## src/uart_cmd_pkg.sv

```systemverilog
package uart_cmd_pkg;

  // frame is start, 8 data bits lsb first, odd parity, stop
  localparam int FRAME_BITS = 11;

  localparam int CMD_RW_BIT = 15;  // 1 write, 0 read

  typedef logic [15:0] cmd_t;      // {rw, addr[6:0], wdata[7:0]}
  typedef logic [7:0]  byte_t;
  typedef logic [3:0]  bit_idx_t;  // 0 start .. 10 stop

  localparam bit_idx_t PAR_IDX  = bit_idx_t'(FRAME_BITS - 2);
  localparam bit_idx_t STOP_IDX = bit_idx_t'(FRAME_BITS - 1);

  typedef struct packed {
    byte_t data;
    logic  parity_err;  // parity mismatch or low stop bit
  } rx_frame_t;

  typedef enum logic [2:0] {
    IDLE,
    SEND_CMD,   // command byte on the line
    GAP,        // write only
    SEND_DATA,
    AWAIT_READ  // no timeout
  } ctrl_state_e;

endpackage

```

## src/uart_cmd_bridge.sv

```systemverilog
`timescale 1ns/1ps

module uart_cmd_bridge #(
  parameter int CLKS_PER_BIT = 434,
  parameter int GAP_CYCLES   = 100
) (
  input  logic                clk,
  input  logic                rst_n,
  input  uart_cmd_pkg::cmd_t  cmd_in,
  input  logic                cmd_vld,
  output logic                cmd_rdy,
  input  logic                rx,
  output logic                tx,
  output logic                read_rdy,
  output uart_cmd_pkg::byte_t read_data,
  output logic                read_err
);

  logic                    tx_start;
  uart_cmd_pkg::byte_t     tx_data;
  logic                    tx_busy;
  logic                    rx_valid;
  uart_cmd_pkg::rx_frame_t rx_frame;

  uart_cmd_ctrl #(
    .GAP_CYCLES (GAP_CYCLES)
  ) u_ctrl (
    .clk       (clk),
    .rst_n     (rst_n),
    .cmd_in    (cmd_in),
    .cmd_vld   (cmd_vld),
    .cmd_rdy   (cmd_rdy),
    .tx_start  (tx_start),
    .tx_data   (tx_data),
    .tx_busy   (tx_busy),
    .rx_valid  (rx_valid),
    .rx_frame  (rx_frame),
    .read_rdy  (read_rdy),
    .read_data (read_data),
    .read_err  (read_err)
  );

  uart_tx_frame #(
    .CLKS_PER_BIT (CLKS_PER_BIT)
  ) u_tx (
    .clk      (clk),
    .rst_n    (rst_n),
    .tx_start (tx_start),
    .tx_data  (tx_data),
    .tx_busy  (tx_busy),
    .tx       (tx)
  );

  // runs all the time, ctrl only listens in await_read
  uart_rx_frame #(
    .CLKS_PER_BIT (CLKS_PER_BIT)
  ) u_rx (
    .clk      (clk),
    .rst_n    (rst_n),
    .rx       (rx),
    .rx_valid (rx_valid),
    .rx_frame (rx_frame)
  );

endmodule

```

## src/uart_cmd_ctrl.sv

```systemverilog
`timescale 1ns/1ps

module uart_cmd_ctrl #(
  parameter int GAP_CYCLES = 100
) (
  input  logic                    clk,
  input  logic                    rst_n,
  input  uart_cmd_pkg::cmd_t      cmd_in,
  input  logic                    cmd_vld,
  output logic                    cmd_rdy,
  output logic                    tx_start,
  output uart_cmd_pkg::byte_t     tx_data,
  input  logic                    tx_busy,
  input  logic                    rx_valid,
  input  uart_cmd_pkg::rx_frame_t rx_frame,
  output logic                    read_rdy,
  output uart_cmd_pkg::byte_t     read_data,
  output logic                    read_err
);

  localparam int GAP_W = $clog2(GAP_CYCLES + 1);

  uart_cmd_pkg::ctrl_state_e state;
  uart_cmd_pkg::cmd_t        cmd_q;
  logic [GAP_W-1:0]          gap_cnt;
  logic                      accept;
  logic                      frame_done;
  logic                      gap_done;
  logic                      is_write;
  logic                      read_hit;

  assign accept     = cmd_vld && cmd_rdy;
  assign frame_done = !tx_busy && !tx_start;  // busy not yet up while start is pending
  assign gap_done   = (state == uart_cmd_pkg::GAP) && (gap_cnt == GAP_W'(GAP_CYCLES - 1));
  assign is_write   = cmd_q[uart_cmd_pkg::CMD_RW_BIT];
  assign read_hit   = (state == uart_cmd_pkg::AWAIT_READ) && rx_valid;

  always_ff @(posedge clk or negedge rst_n)
  begin
    if (!rst_n)
    begin
      state    <= uart_cmd_pkg::IDLE;
      gap_cnt  <= '0;
      tx_start <= 1'b0;
      cmd_rdy  <= 1'b1;
      read_rdy <= 1'b0;
      read_err <= 1'b0;
    end
    else
    begin
      tx_start <= 1'b0;
      read_rdy <= 1'b0;
      case (state)
        uart_cmd_pkg::IDLE:
        begin
          if (accept)
          begin
            state    <= uart_cmd_pkg::SEND_CMD;
            tx_start <= 1'b1;  // command byte
            cmd_rdy  <= 1'b0;
            gap_cnt  <= '0;
          end
        end
        uart_cmd_pkg::SEND_CMD:
        begin
          if (frame_done)
          begin
            state <= is_write ? uart_cmd_pkg::GAP : uart_cmd_pkg::AWAIT_READ;
          end
        end
        uart_cmd_pkg::GAP:
        begin
          if (gap_done)
          begin
            state    <= uart_cmd_pkg::SEND_DATA;
            tx_start <= 1'b1;
          end
          else
          begin
            gap_cnt <= gap_cnt + 1'b1;
          end
        end
        uart_cmd_pkg::SEND_DATA:
        begin
          if (frame_done)
          begin
            state   <= uart_cmd_pkg::IDLE;
            cmd_rdy <= 1'b1;
          end
        end
        uart_cmd_pkg::AWAIT_READ:
        begin
          if (rx_valid)
          begin
            state    <= uart_cmd_pkg::IDLE;
            cmd_rdy  <= 1'b1;  // same cycle as read_rdy
            read_rdy <= 1'b1;
            read_err <= rx_frame.parity_err;
          end
        end
        default:
        begin
          state   <= uart_cmd_pkg::IDLE;
          cmd_rdy <= 1'b1;
        end
      endcase
    end
  end

  always_ff @(posedge clk)
  begin
    if (state == uart_cmd_pkg::IDLE && accept)
    begin
      cmd_q   <= cmd_in;
      tx_data <= cmd_in[15:8];
    end
    else if (gap_done)
    begin
      tx_data <= cmd_q[7:0];
    end
    if (read_hit)
    begin
      read_data <= rx_frame.data;
    end
  end

  a_rdy_only_idle: assert property (
    @(posedge clk) disable iff (!rst_n)
    (state != uart_cmd_pkg::IDLE) |-> !cmd_rdy
  );

  a_read_rdy_pulse: assert property (
    @(posedge clk) disable iff (!rst_n)
    read_rdy |=> !read_rdy
  );

endmodule

```

## src/uart_rx_frame.sv

```systemverilog
`timescale 1ns/1ps

module uart_rx_frame #(
  parameter int CLKS_PER_BIT = 434
) (
  input  logic                    clk,
  input  logic                    rst_n,
  input  logic                    rx,
  output logic                    rx_valid,
  output uart_cmd_pkg::rx_frame_t rx_frame
);

  localparam int CNT_W = $clog2(CLKS_PER_BIT + 1);
  localparam int HALF  = (CLKS_PER_BIT > 1) ? CLKS_PER_BIT / 2 : 1;

  logic                   rx_meta;
  logic                   rx_sync;
  logic                   rx_prev;
  logic                   active;
  logic [CNT_W-1:0]       baud_cnt;
  uart_cmd_pkg::bit_idx_t bit_idx;
  uart_cmd_pkg::byte_t    shift_q;
  logic                   par_q;
  logic                   start_edge;
  logic                   sample;
  logic                   is_data;

  assign start_edge = !active && rx_prev && !rx_sync;

  // start bit checked at half a bit, the rest one bit apart
  assign sample = active && ((bit_idx == '0) ? (baud_cnt == CNT_W'(HALF - 1))
                                             : (baud_cnt == CNT_W'(CLKS_PER_BIT - 1)));

  assign is_data = (bit_idx != '0) && (bit_idx < uart_cmd_pkg::PAR_IDX);

  always_ff @(posedge clk or negedge rst_n)
  begin
    if (!rst_n)
    begin
      rx_meta <= 1'b1;
      rx_sync <= 1'b1;
      rx_prev <= 1'b1;
    end
    else
    begin
      rx_meta <= rx;
      rx_sync <= rx_meta;
      rx_prev <= rx_sync;
    end
  end

  always_ff @(posedge clk or negedge rst_n)
  begin
    if (!rst_n)
    begin
      active   <= 1'b0;
      baud_cnt <= '0;
      bit_idx  <= '0;
      rx_valid <= 1'b0;
    end
    else
    begin
      rx_valid <= 1'b0;
      if (start_edge)
      begin
        active   <= 1'b1;
        baud_cnt <= '0;
        bit_idx  <= '0;
      end
      else if (sample)
      begin
        baud_cnt <= '0;
        if (bit_idx == '0 && rx_sync)
        begin
          active <= 1'b0;  // glitch, not a start bit
        end
        else if (bit_idx == uart_cmd_pkg::STOP_IDX)
        begin
          active   <= 1'b0;
          bit_idx  <= '0;
          rx_valid <= 1'b1;  // mid stop bit
        end
        else
        begin
          bit_idx <= bit_idx + 1'b1;
        end
      end
      else if (active)
      begin
        baud_cnt <= baud_cnt + 1'b1;
      end
    end
  end

  always_ff @(posedge clk)
  begin
    if (sample)
    begin
      if (is_data)
      begin
        shift_q <= {rx_sync, shift_q[7:1]};  // lsb first
      end
      if (bit_idx == uart_cmd_pkg::PAR_IDX)
      begin
        par_q <= rx_sync;
      end
      if (bit_idx == uart_cmd_pkg::STOP_IDX)
      begin
        rx_frame.data       <= shift_q;
        rx_frame.parity_err <= ~^{shift_q, par_q} | !rx_sync;
      end
    end
  end

  a_valid_single: assert property (
    @(posedge clk) disable iff (!rst_n)
    rx_valid |=> !rx_valid
  );

endmodule

```

## src/uart_tx_frame.sv

```systemverilog
`timescale 1ns/1ps

module uart_tx_frame #(
  parameter int CLKS_PER_BIT = 434
) (
  input  logic                clk,
  input  logic                rst_n,
  input  logic                tx_start,
  input  uart_cmd_pkg::byte_t tx_data,
  output logic                tx_busy,
  output logic                tx
);

  localparam int CNT_W = $clog2(CLKS_PER_BIT + 1);

  logic                   active;
  logic [CNT_W-1:0]       baud_cnt;
  uart_cmd_pkg::bit_idx_t bit_idx;
  logic [9:0]             shift_q;  // data, parity, stop still to go
  logic                   load;
  logic                   bit_end;
  logic                   last_clk;

  assign load     = tx_start && !active;
  assign bit_end  = active && (baud_cnt == CNT_W'(CLKS_PER_BIT - 1));
  assign last_clk = bit_end && (bit_idx == uart_cmd_pkg::STOP_IDX);

  // busy already low during the final stop clock
  assign tx_busy = active && !last_clk;

  always_ff @(posedge clk or negedge rst_n)
  begin
    if (!rst_n)
    begin
      active   <= 1'b0;
      baud_cnt <= '0;
      bit_idx  <= '0;
      tx       <= 1'b1;
    end
    else if (load)
    begin
      active   <= 1'b1;
      baud_cnt <= '0;
      bit_idx  <= '0;
      tx       <= 1'b0;  // start bit
    end
    else if (bit_end)
    begin
      baud_cnt <= '0;
      if (bit_idx == uart_cmd_pkg::STOP_IDX)
      begin
        active  <= 1'b0;
        bit_idx <= '0;
      end
      else
      begin
        bit_idx <= bit_idx + 1'b1;
        tx      <= shift_q[0];
      end
    end
    else if (active)
    begin
      baud_cnt <= baud_cnt + 1'b1;
    end
  end

  always_ff @(posedge clk)
  begin
    if (load)
    begin
      shift_q <= {1'b1, ~^tx_data, tx_data};  // odd parity
    end
    else if (bit_end)
    begin
      shift_q <= {1'b1, shift_q[9:1]};
    end
  end

  // controller must wait for the whole frame, last stop clock included
  a_no_start_while_busy: assert property (
    @(posedge clk) disable iff (!rst_n)
    tx_start |-> !active
  );

endmodule
```

## config.mk

```make
export PLATFORM = sky130hd
export DESIGN_NAME = uart_cmd_bridge
export DESIGN_NICKNAME = d
export VERILOG_FILES = /design/src/uart_cmd_pkg.sv /design/src/uart_cmd_bridge.sv /design/src/uart_cmd_ctrl.sv /design/src/uart_rx_frame.sv /design/src/uart_tx_frame.sv
export SDC_FILE = /design/constraint.sdc
export NUM_CORES = 1
export LEC_CHECK = 0
export BUFFER_PORTS_ARGS = -buffer_cell sky130_fd_sc_hd__clkbuf_2
export CAP_MARGIN = 20
export CORE_ASPECT_RATIO = 0.8
export CORE_UTILIZATION = 60
export CTS_CLUSTER_SIZE = 30
export DETAILED_ROUTE_END_ITERATION = 8
export GPL_TIMING_DRIVEN = 0
export PLACE_DENSITY = 0.77
export SLEW_MARGIN = 5
export SYNTH_ARGS = -nofsm -noshare
export SYNTH_HDL_FRONTEND = slang
export SYNTH_SLANG_ARGS = --single-unit
export TNS_END_PERCENT = 10
```

## constraint.sdc

```tcl
create_clock -name clk -period 2.4 [get_ports clk]
set_input_delay 0.24 -clock clk [delete_from_list [all_inputs] [get_ports clk]]
set_output_delay 0.24 -clock clk [all_outputs]
set_load 0.02 [all_outputs]
```

Word level (Yosys, flattened, before mapping)
Cells that the tools add are included.
Operators by class
  $add $sub $neg: 5
  magnitude comparators: 1
  equal/unequal tests: 19
  muxes and demuxes: 51
  bitwise operators: 2
  reduce and logical (&&, ||, !) cells: 45
Operators with widths (number)
  $mux W9: 8
  $mux W4: 7
  $mux W1: 22
  $add A9 B1 Y9 const B: 2
  $eq A9 B9 Y1 const B: 2
  $mux W3: 6
  $mux W8: 2
  $reduce_and A2 Y1: 8
  $pmux W3 S5: 1
  $logic_and A1 B1 Y1: 14
  $mux W7: 2
  $ne A2 B1 Y1 const B: 7
  $pmux W7 S2: 1
  $eq A4 B4 Y1 const B: 3
  $reduce_bool A2 Y1: 5
  $eq A9 B8 Y1 const B: 1
  $reduce_bool A3 Y1: 3
  $reduce_xnor A9 Y1: 1
  $add A4 B1 Y4 const B: 2
  $reduce_xnor A8 Y1: 1
  $add A7 B1 Y7 const B: 1
  $eq A7 B7 Y1 const B: 1
  $eq A3 B2 Y1 const B: 2
  $logic_not A1 Y1: 6
  other kinds (15): 15
Word-level totals
  register bits after elaboration: 106

Logic depth before layout (Yosys ltp)
  depth in word-level cells: 9
  mapped depth: 7
  gate-level depth less buffers: 7

Hierarchy
From an unflattened synthesis, not the netlist that was laid out.
Unflattened totals
  cell total of the unflattened synthesis: 377
  area total of the unflattened synthesis: 4546.9 µm²
By module, submodules not included
  uart_rx_frame: times used 1, cells each 141, area each 1712.9 µm², seq. area each 994.7 µm²
  uart_cmd_ctrl: times used 1, cells each 111, area each 1586.5 µm², seq. area each 1102.3 µm²
  uart_tx_frame: times used 1, cells each 125, area each 1247.4 µm², seq. area each 646.9 µm²

Worst setup path before layout
Ideal clock, no wire load.
  kind: reg2reg
  start point: register u_rx.baud_cnt[1]
  end point: register u_rx.shift_q[0], enable pin
  setup time: 0.383 ns
  data arrival time: 1.592 ns
  path slack: 0.424 ns
  cell stages (with the launch flop): 4
  clock period less this slack: 1.976 ns
  path through: dfrtp_1 -> nor3b_2 -> nand4b_1 -> nor3_1
On the way
  longest elaborated chain between the ends: 4
  elaborated cells between the ends (all ways): 5
Ends and longest elaborated chain
  from (decl): RTL line uart_rx_frame.sv:20  | logic [CNT_W-1:0] baud_cnt;
  from (signal assigned): RTL line uart_rx_frame.sv:90  | baud_cnt <= baud_cnt + 1'b1;
  $eq A9 B9 Y1 / $eq A9 B8 Y1 (equally long branches): RTL line uart_rx_frame.sv:32, uart_rx_frame.sv:31
  $mux W1 *: RTL line uart_rx_frame.sv:31  | assign sample = active && ((bit_idx == '0) ? (baud_cnt == CNT_W'(HALF - 1))
  $logic_and A1 B1 Y1 *: RTL line uart_rx_frame.sv:31
  $reduce_and A2 Y1 (no line) *
  to (signal assigned): RTL line uart_rx_frame.sv:101  | shift_q <= {rx_sync, shift_q[7:1]};
  to (decl): RTL line uart_rx_frame.sv:22  | uart_cmd_pkg::byte_t shift_q;
Mark *: on every way between the ends. The rest lies on a longest branch, timed or not.
A chain may end at the register's enable or synchronous reset.

Worst setup path after layout
  start point: register u_rx.baud_cnt[3]
  end point: register u_rx.shift_q[2], enable pin
Same word-level chain as after synthesis.

==> impl_metrics.env <==
export IMPL_crit_buf_inv=1
export IMPL_synth_async_reset_ratio=0.4747
export IMPL_insertion_delay_ps=360
export IMPL_end_kind="flop"
export IMPL_pwr_density_cell_mw_per_mm2=653.7
export IMPL_p_total_w=0.003192
export IMPL_yosysSeqAreaShare=0.6284
export IMPL_worstPathCellList="and4b_2 -> nand4b_1 -> nor3_1 -> buf_2"
export IMPL_cts_tree="yes"
export IMPL_layout_drive_gt1_share=0.2259
export IMPL_core_sq_mm=0.006959
export IMPL_synth_edf_count=52
export IMPL_worstPathArrival_ps=2050
export IMPL_grt_pass1_wl_mm=12.05
export IMPL_ant_nets=0
export IMPL_clk_path_buf_depth=2
export IMPL_worst_clock_skew_ps=7.589
export IMPL_cp_max_fo=7
export IMPL_setup_worst_path_class="flop to flop"
export IMPL_ys_warn_count=0
export IMPL_status="complete, no violations"
export IMPL_rsz0062_at_grt="no"
export IMPL_initial_utilization=0.6275
export IMPL_dieArea_sq_mm=0.007625
export IMPL_final_cells=481
export IMPL_drc=0
export IMPL_min_period_ps=1988
export IMPL_diodes=0
export IMPL_syn_to_final_growth_pct=11.83
export IMPL_io_buffers=31
export IMPL_die_height_microns=78.31
export IMPL_post_route_period_util=0.8283
export IMPL_wirelength_mm=6.969
export IMPL_ys_seq_elements=99
export IMPL_critPathLaunchType="flop"
export IMPL_routedWlPerCell_microns=14.49
export IMPL_syn_avg_cell_area_sq_um=12.73
export IMPL_ir_drop_uv=472.4
export IMPL_postLayoutCoreUtil=0.7017
export IMPL_grt_pass1_vias=2526
export IMPL_dp_cells=462
export IMPL_tightest_slew_ps=547.8
export IMPL_slew_viol_final=0
export IMPL_hpwl_mm=4.940
export IMPL_grt_usage=0.2024
export IMPL_cts_resized_gates=0
export IMPL_num_io_pins=32
export IMPL_finalNetCount=415
export IMPL_num_rows=27
export IMPL_cap_violations=0
export IMPL_worstPathRequired_ps=2460
export IMPL_syn_num_nets=369
export IMPL_syn_area_sq_mm=0.004367
export IMPL_cts_hold_buffers=2
export IMPL_grt_max_degree=35
export IMPL_design_area_sq_mm=0.004883
export IMPL_dr_pass1_iters=4
export IMPL_finalSetupViolations=0
export IMPL_htree_levels=3
export IMPL_max_freq_mhz=503.1
export IMPL_synth_flop_cell="edfxtp_1"
export IMPL_slowest_stage="dfrtp_1"
export IMPL_vias=2637
export IMPL_clock_sinks=99
export IMPL_cpPeakStageDelay_ps=450
export IMPL_antenna_found_initial=0
export IMPL_place_area_sq_mm=0.004651
export IMPL_clk_pin_slew_ps=100
export IMPL_numCtsBuffers=9
export IMPL_dieWidth_microns=97.38
export IMPL_cp_top_family="simple AND/OR/NAND/NOR gates"
export IMPL_p_leak_nw=2.001
export IMPL_root_buffer="clkbuf_8"
export IMPL_fin_tns_setup_ps=0
export IMPL_syn_inst=343
export IMPL_drt_initial_drc_count=123
export IMPL_slew_limit_headroom=0.6297
export IMPL_hold_violations=0
export IMPL_synth_distinct_cells=61
export IMPL_hold_class="input port to flop"
export IMPL_viasPerCell=5.482
export IMPL_grt_overflow=0
export IMPL_gp_congestion=0.8201
export IMPL_postCtsSetupRepairBufs=0
-- cell families (layout without fill, tap and decap cells) --
group / Yosys count / after routing / share of synthesized area
and+or+nand+nor: 136 / 136 / 0.1722
DFF: 99 / 99 / 0.6284
AOI/OAI and AO/OA: 43 / 43 / 0.06849
xor gates and xnor gates: 30 / 30 / 0.06332
buffers and inverters: 16 / 67 / 0.01805
muxes: 13 / 13 / 0.03238
adders and majority gates: 6 / 6 / 0.01719
-- worst paths after layout --
kind                                   end  depth (start not counted)              from  slack, ps
max in group asynchronous     u_rx.rx_prev                          3             rst_n       1510
min in group asynchronous  u_tx.bit_idx[1]                          2             rst_n        310
setup / recovery           u_rx.shift_q[2]                          4  u_rx.baud_cnt[3]        410
hold reg to reg               u_rx.rx_sync                          0      u_rx.rx_meta        360
setup reg to reg           u_rx.shift_q[2]                          4  u_rx.baud_cnt[3]        410
hold / removal             u_ctrl.cmd_q[4]                          1         cmd_in[4]         50
-- cells in the mapped netlist, drive strengths merged, types with 3 or more instances --
cell type / number / share of area
nand3b: 4 / 0.0069
o21ai: 9 / 0.010
ha: 6 / 0.017
mux2i: 4 / 0.0092
dfrtp: 42 / 0.24
nor4b: 3 / 0.011
nand2: 46 / 0.040
and3b: 3 / 0.0063
mux2: 9 / 0.023
nor3: 6 / 0.0069
a21boi: 5 / 0.0086
edfxtp: 52 / 0.36
a31o: 3 / 0.0060
and3: 5 / 0.0074
nand4: 8 / 0.013
nor2b: 3 / 0.0043
nor2: 29 / 0.025
inv: 9 / 0.0077
xor2: 8 / 0.016
and2: 4 / 0.0060
nand3: 7 / 0.0092
xnor2: 21 / 0.042
and4: 3 / 0.0060
a21oi: 11 / 0.013
dfstp: 5 / 0.030
buf: 5 / 0.0086
-- flip-flops by register name (all words and copies together) (netlist names), 3 cells and up --
register	count
u_rx.bit_idx	4
u_ctrl.gap_cnt	7
u_rx.baud_cnt	9
u_ctrl.cmd_q	9
u_tx.baud_cnt	9
u_ctrl.tx_data	8
u_ctrl.read_data	8
u_ctrl.state	3
u_tx.shift_q	9
u_rx.shift_q	8
u_tx.bit_idx	4
u_rx.rx_frame	9
-- cell usage in the layout (no fill, tap or decap), types with 4 or more instances in the layout --
cell / instances
buf_2: 4
nand3_1: 6
and3_1: 4
nand3b_1: 4
nor2_1: 29
ha_1: 6
nand4_1: 7
edfxtp_1: 52
nor3_1: 6
mux2_2: 9
a21oi_1: 10
mux2i_1: 4
a21boi_0: 4
clkbuf_8: 9
inv_1: 8
o21ai_0: 9
dfrtp_1: 42
clkbuf_2: 31
xnor2_1: 21
nand2_1: 46
xor2_1: 8
dfstp_2: 5
-- where the power goes --
part           internal (W)  switching, W
Combinational     0.0000956      0.000103
Sequential          0.00183     0.0000709
Clock              0.000500      0.000594
-- metal layers --
layer / global-route usage / vias to the layer above / share of wire
li1: - / 1321 / -
met1: 0.2827 / 1264 / 0.50
met2: 0.3091 / 46 / 0.46
met3: 0.05966 / 6 / 0.038
met4: 0.06324 / 0 / 0.0075
met5: 0 / - / 0
-- area by class of cell --
| type | count | area, sq um |
|---|---|---|
| Buffer | 7 | 45.04 |
| Clock buffer | 9 | 123.9 |
| Clock inverter | 7 | 83.83 |
| Fill cell | 502 | 2076 |
| Inverter | 9 | 33.78 |
| Multi-Input combinational cell | 228 | 1544 |
| Sequential cell | 99 | 2744 |
| Tap cell | 87 | 108.9 |
| Timing Repair Buffer | 35 | 200.2 |
-- through the flow --
step	hold WS (ps)	worst slack, ps
global placement	330.0	63.12
floorplan	-55.59	424.4
global route	23.49	226.1
detailed placement	175.5	42.27
CTS	32.75	23.31
finish	46.92	412.1
Power figures use the tool's default switching activity.
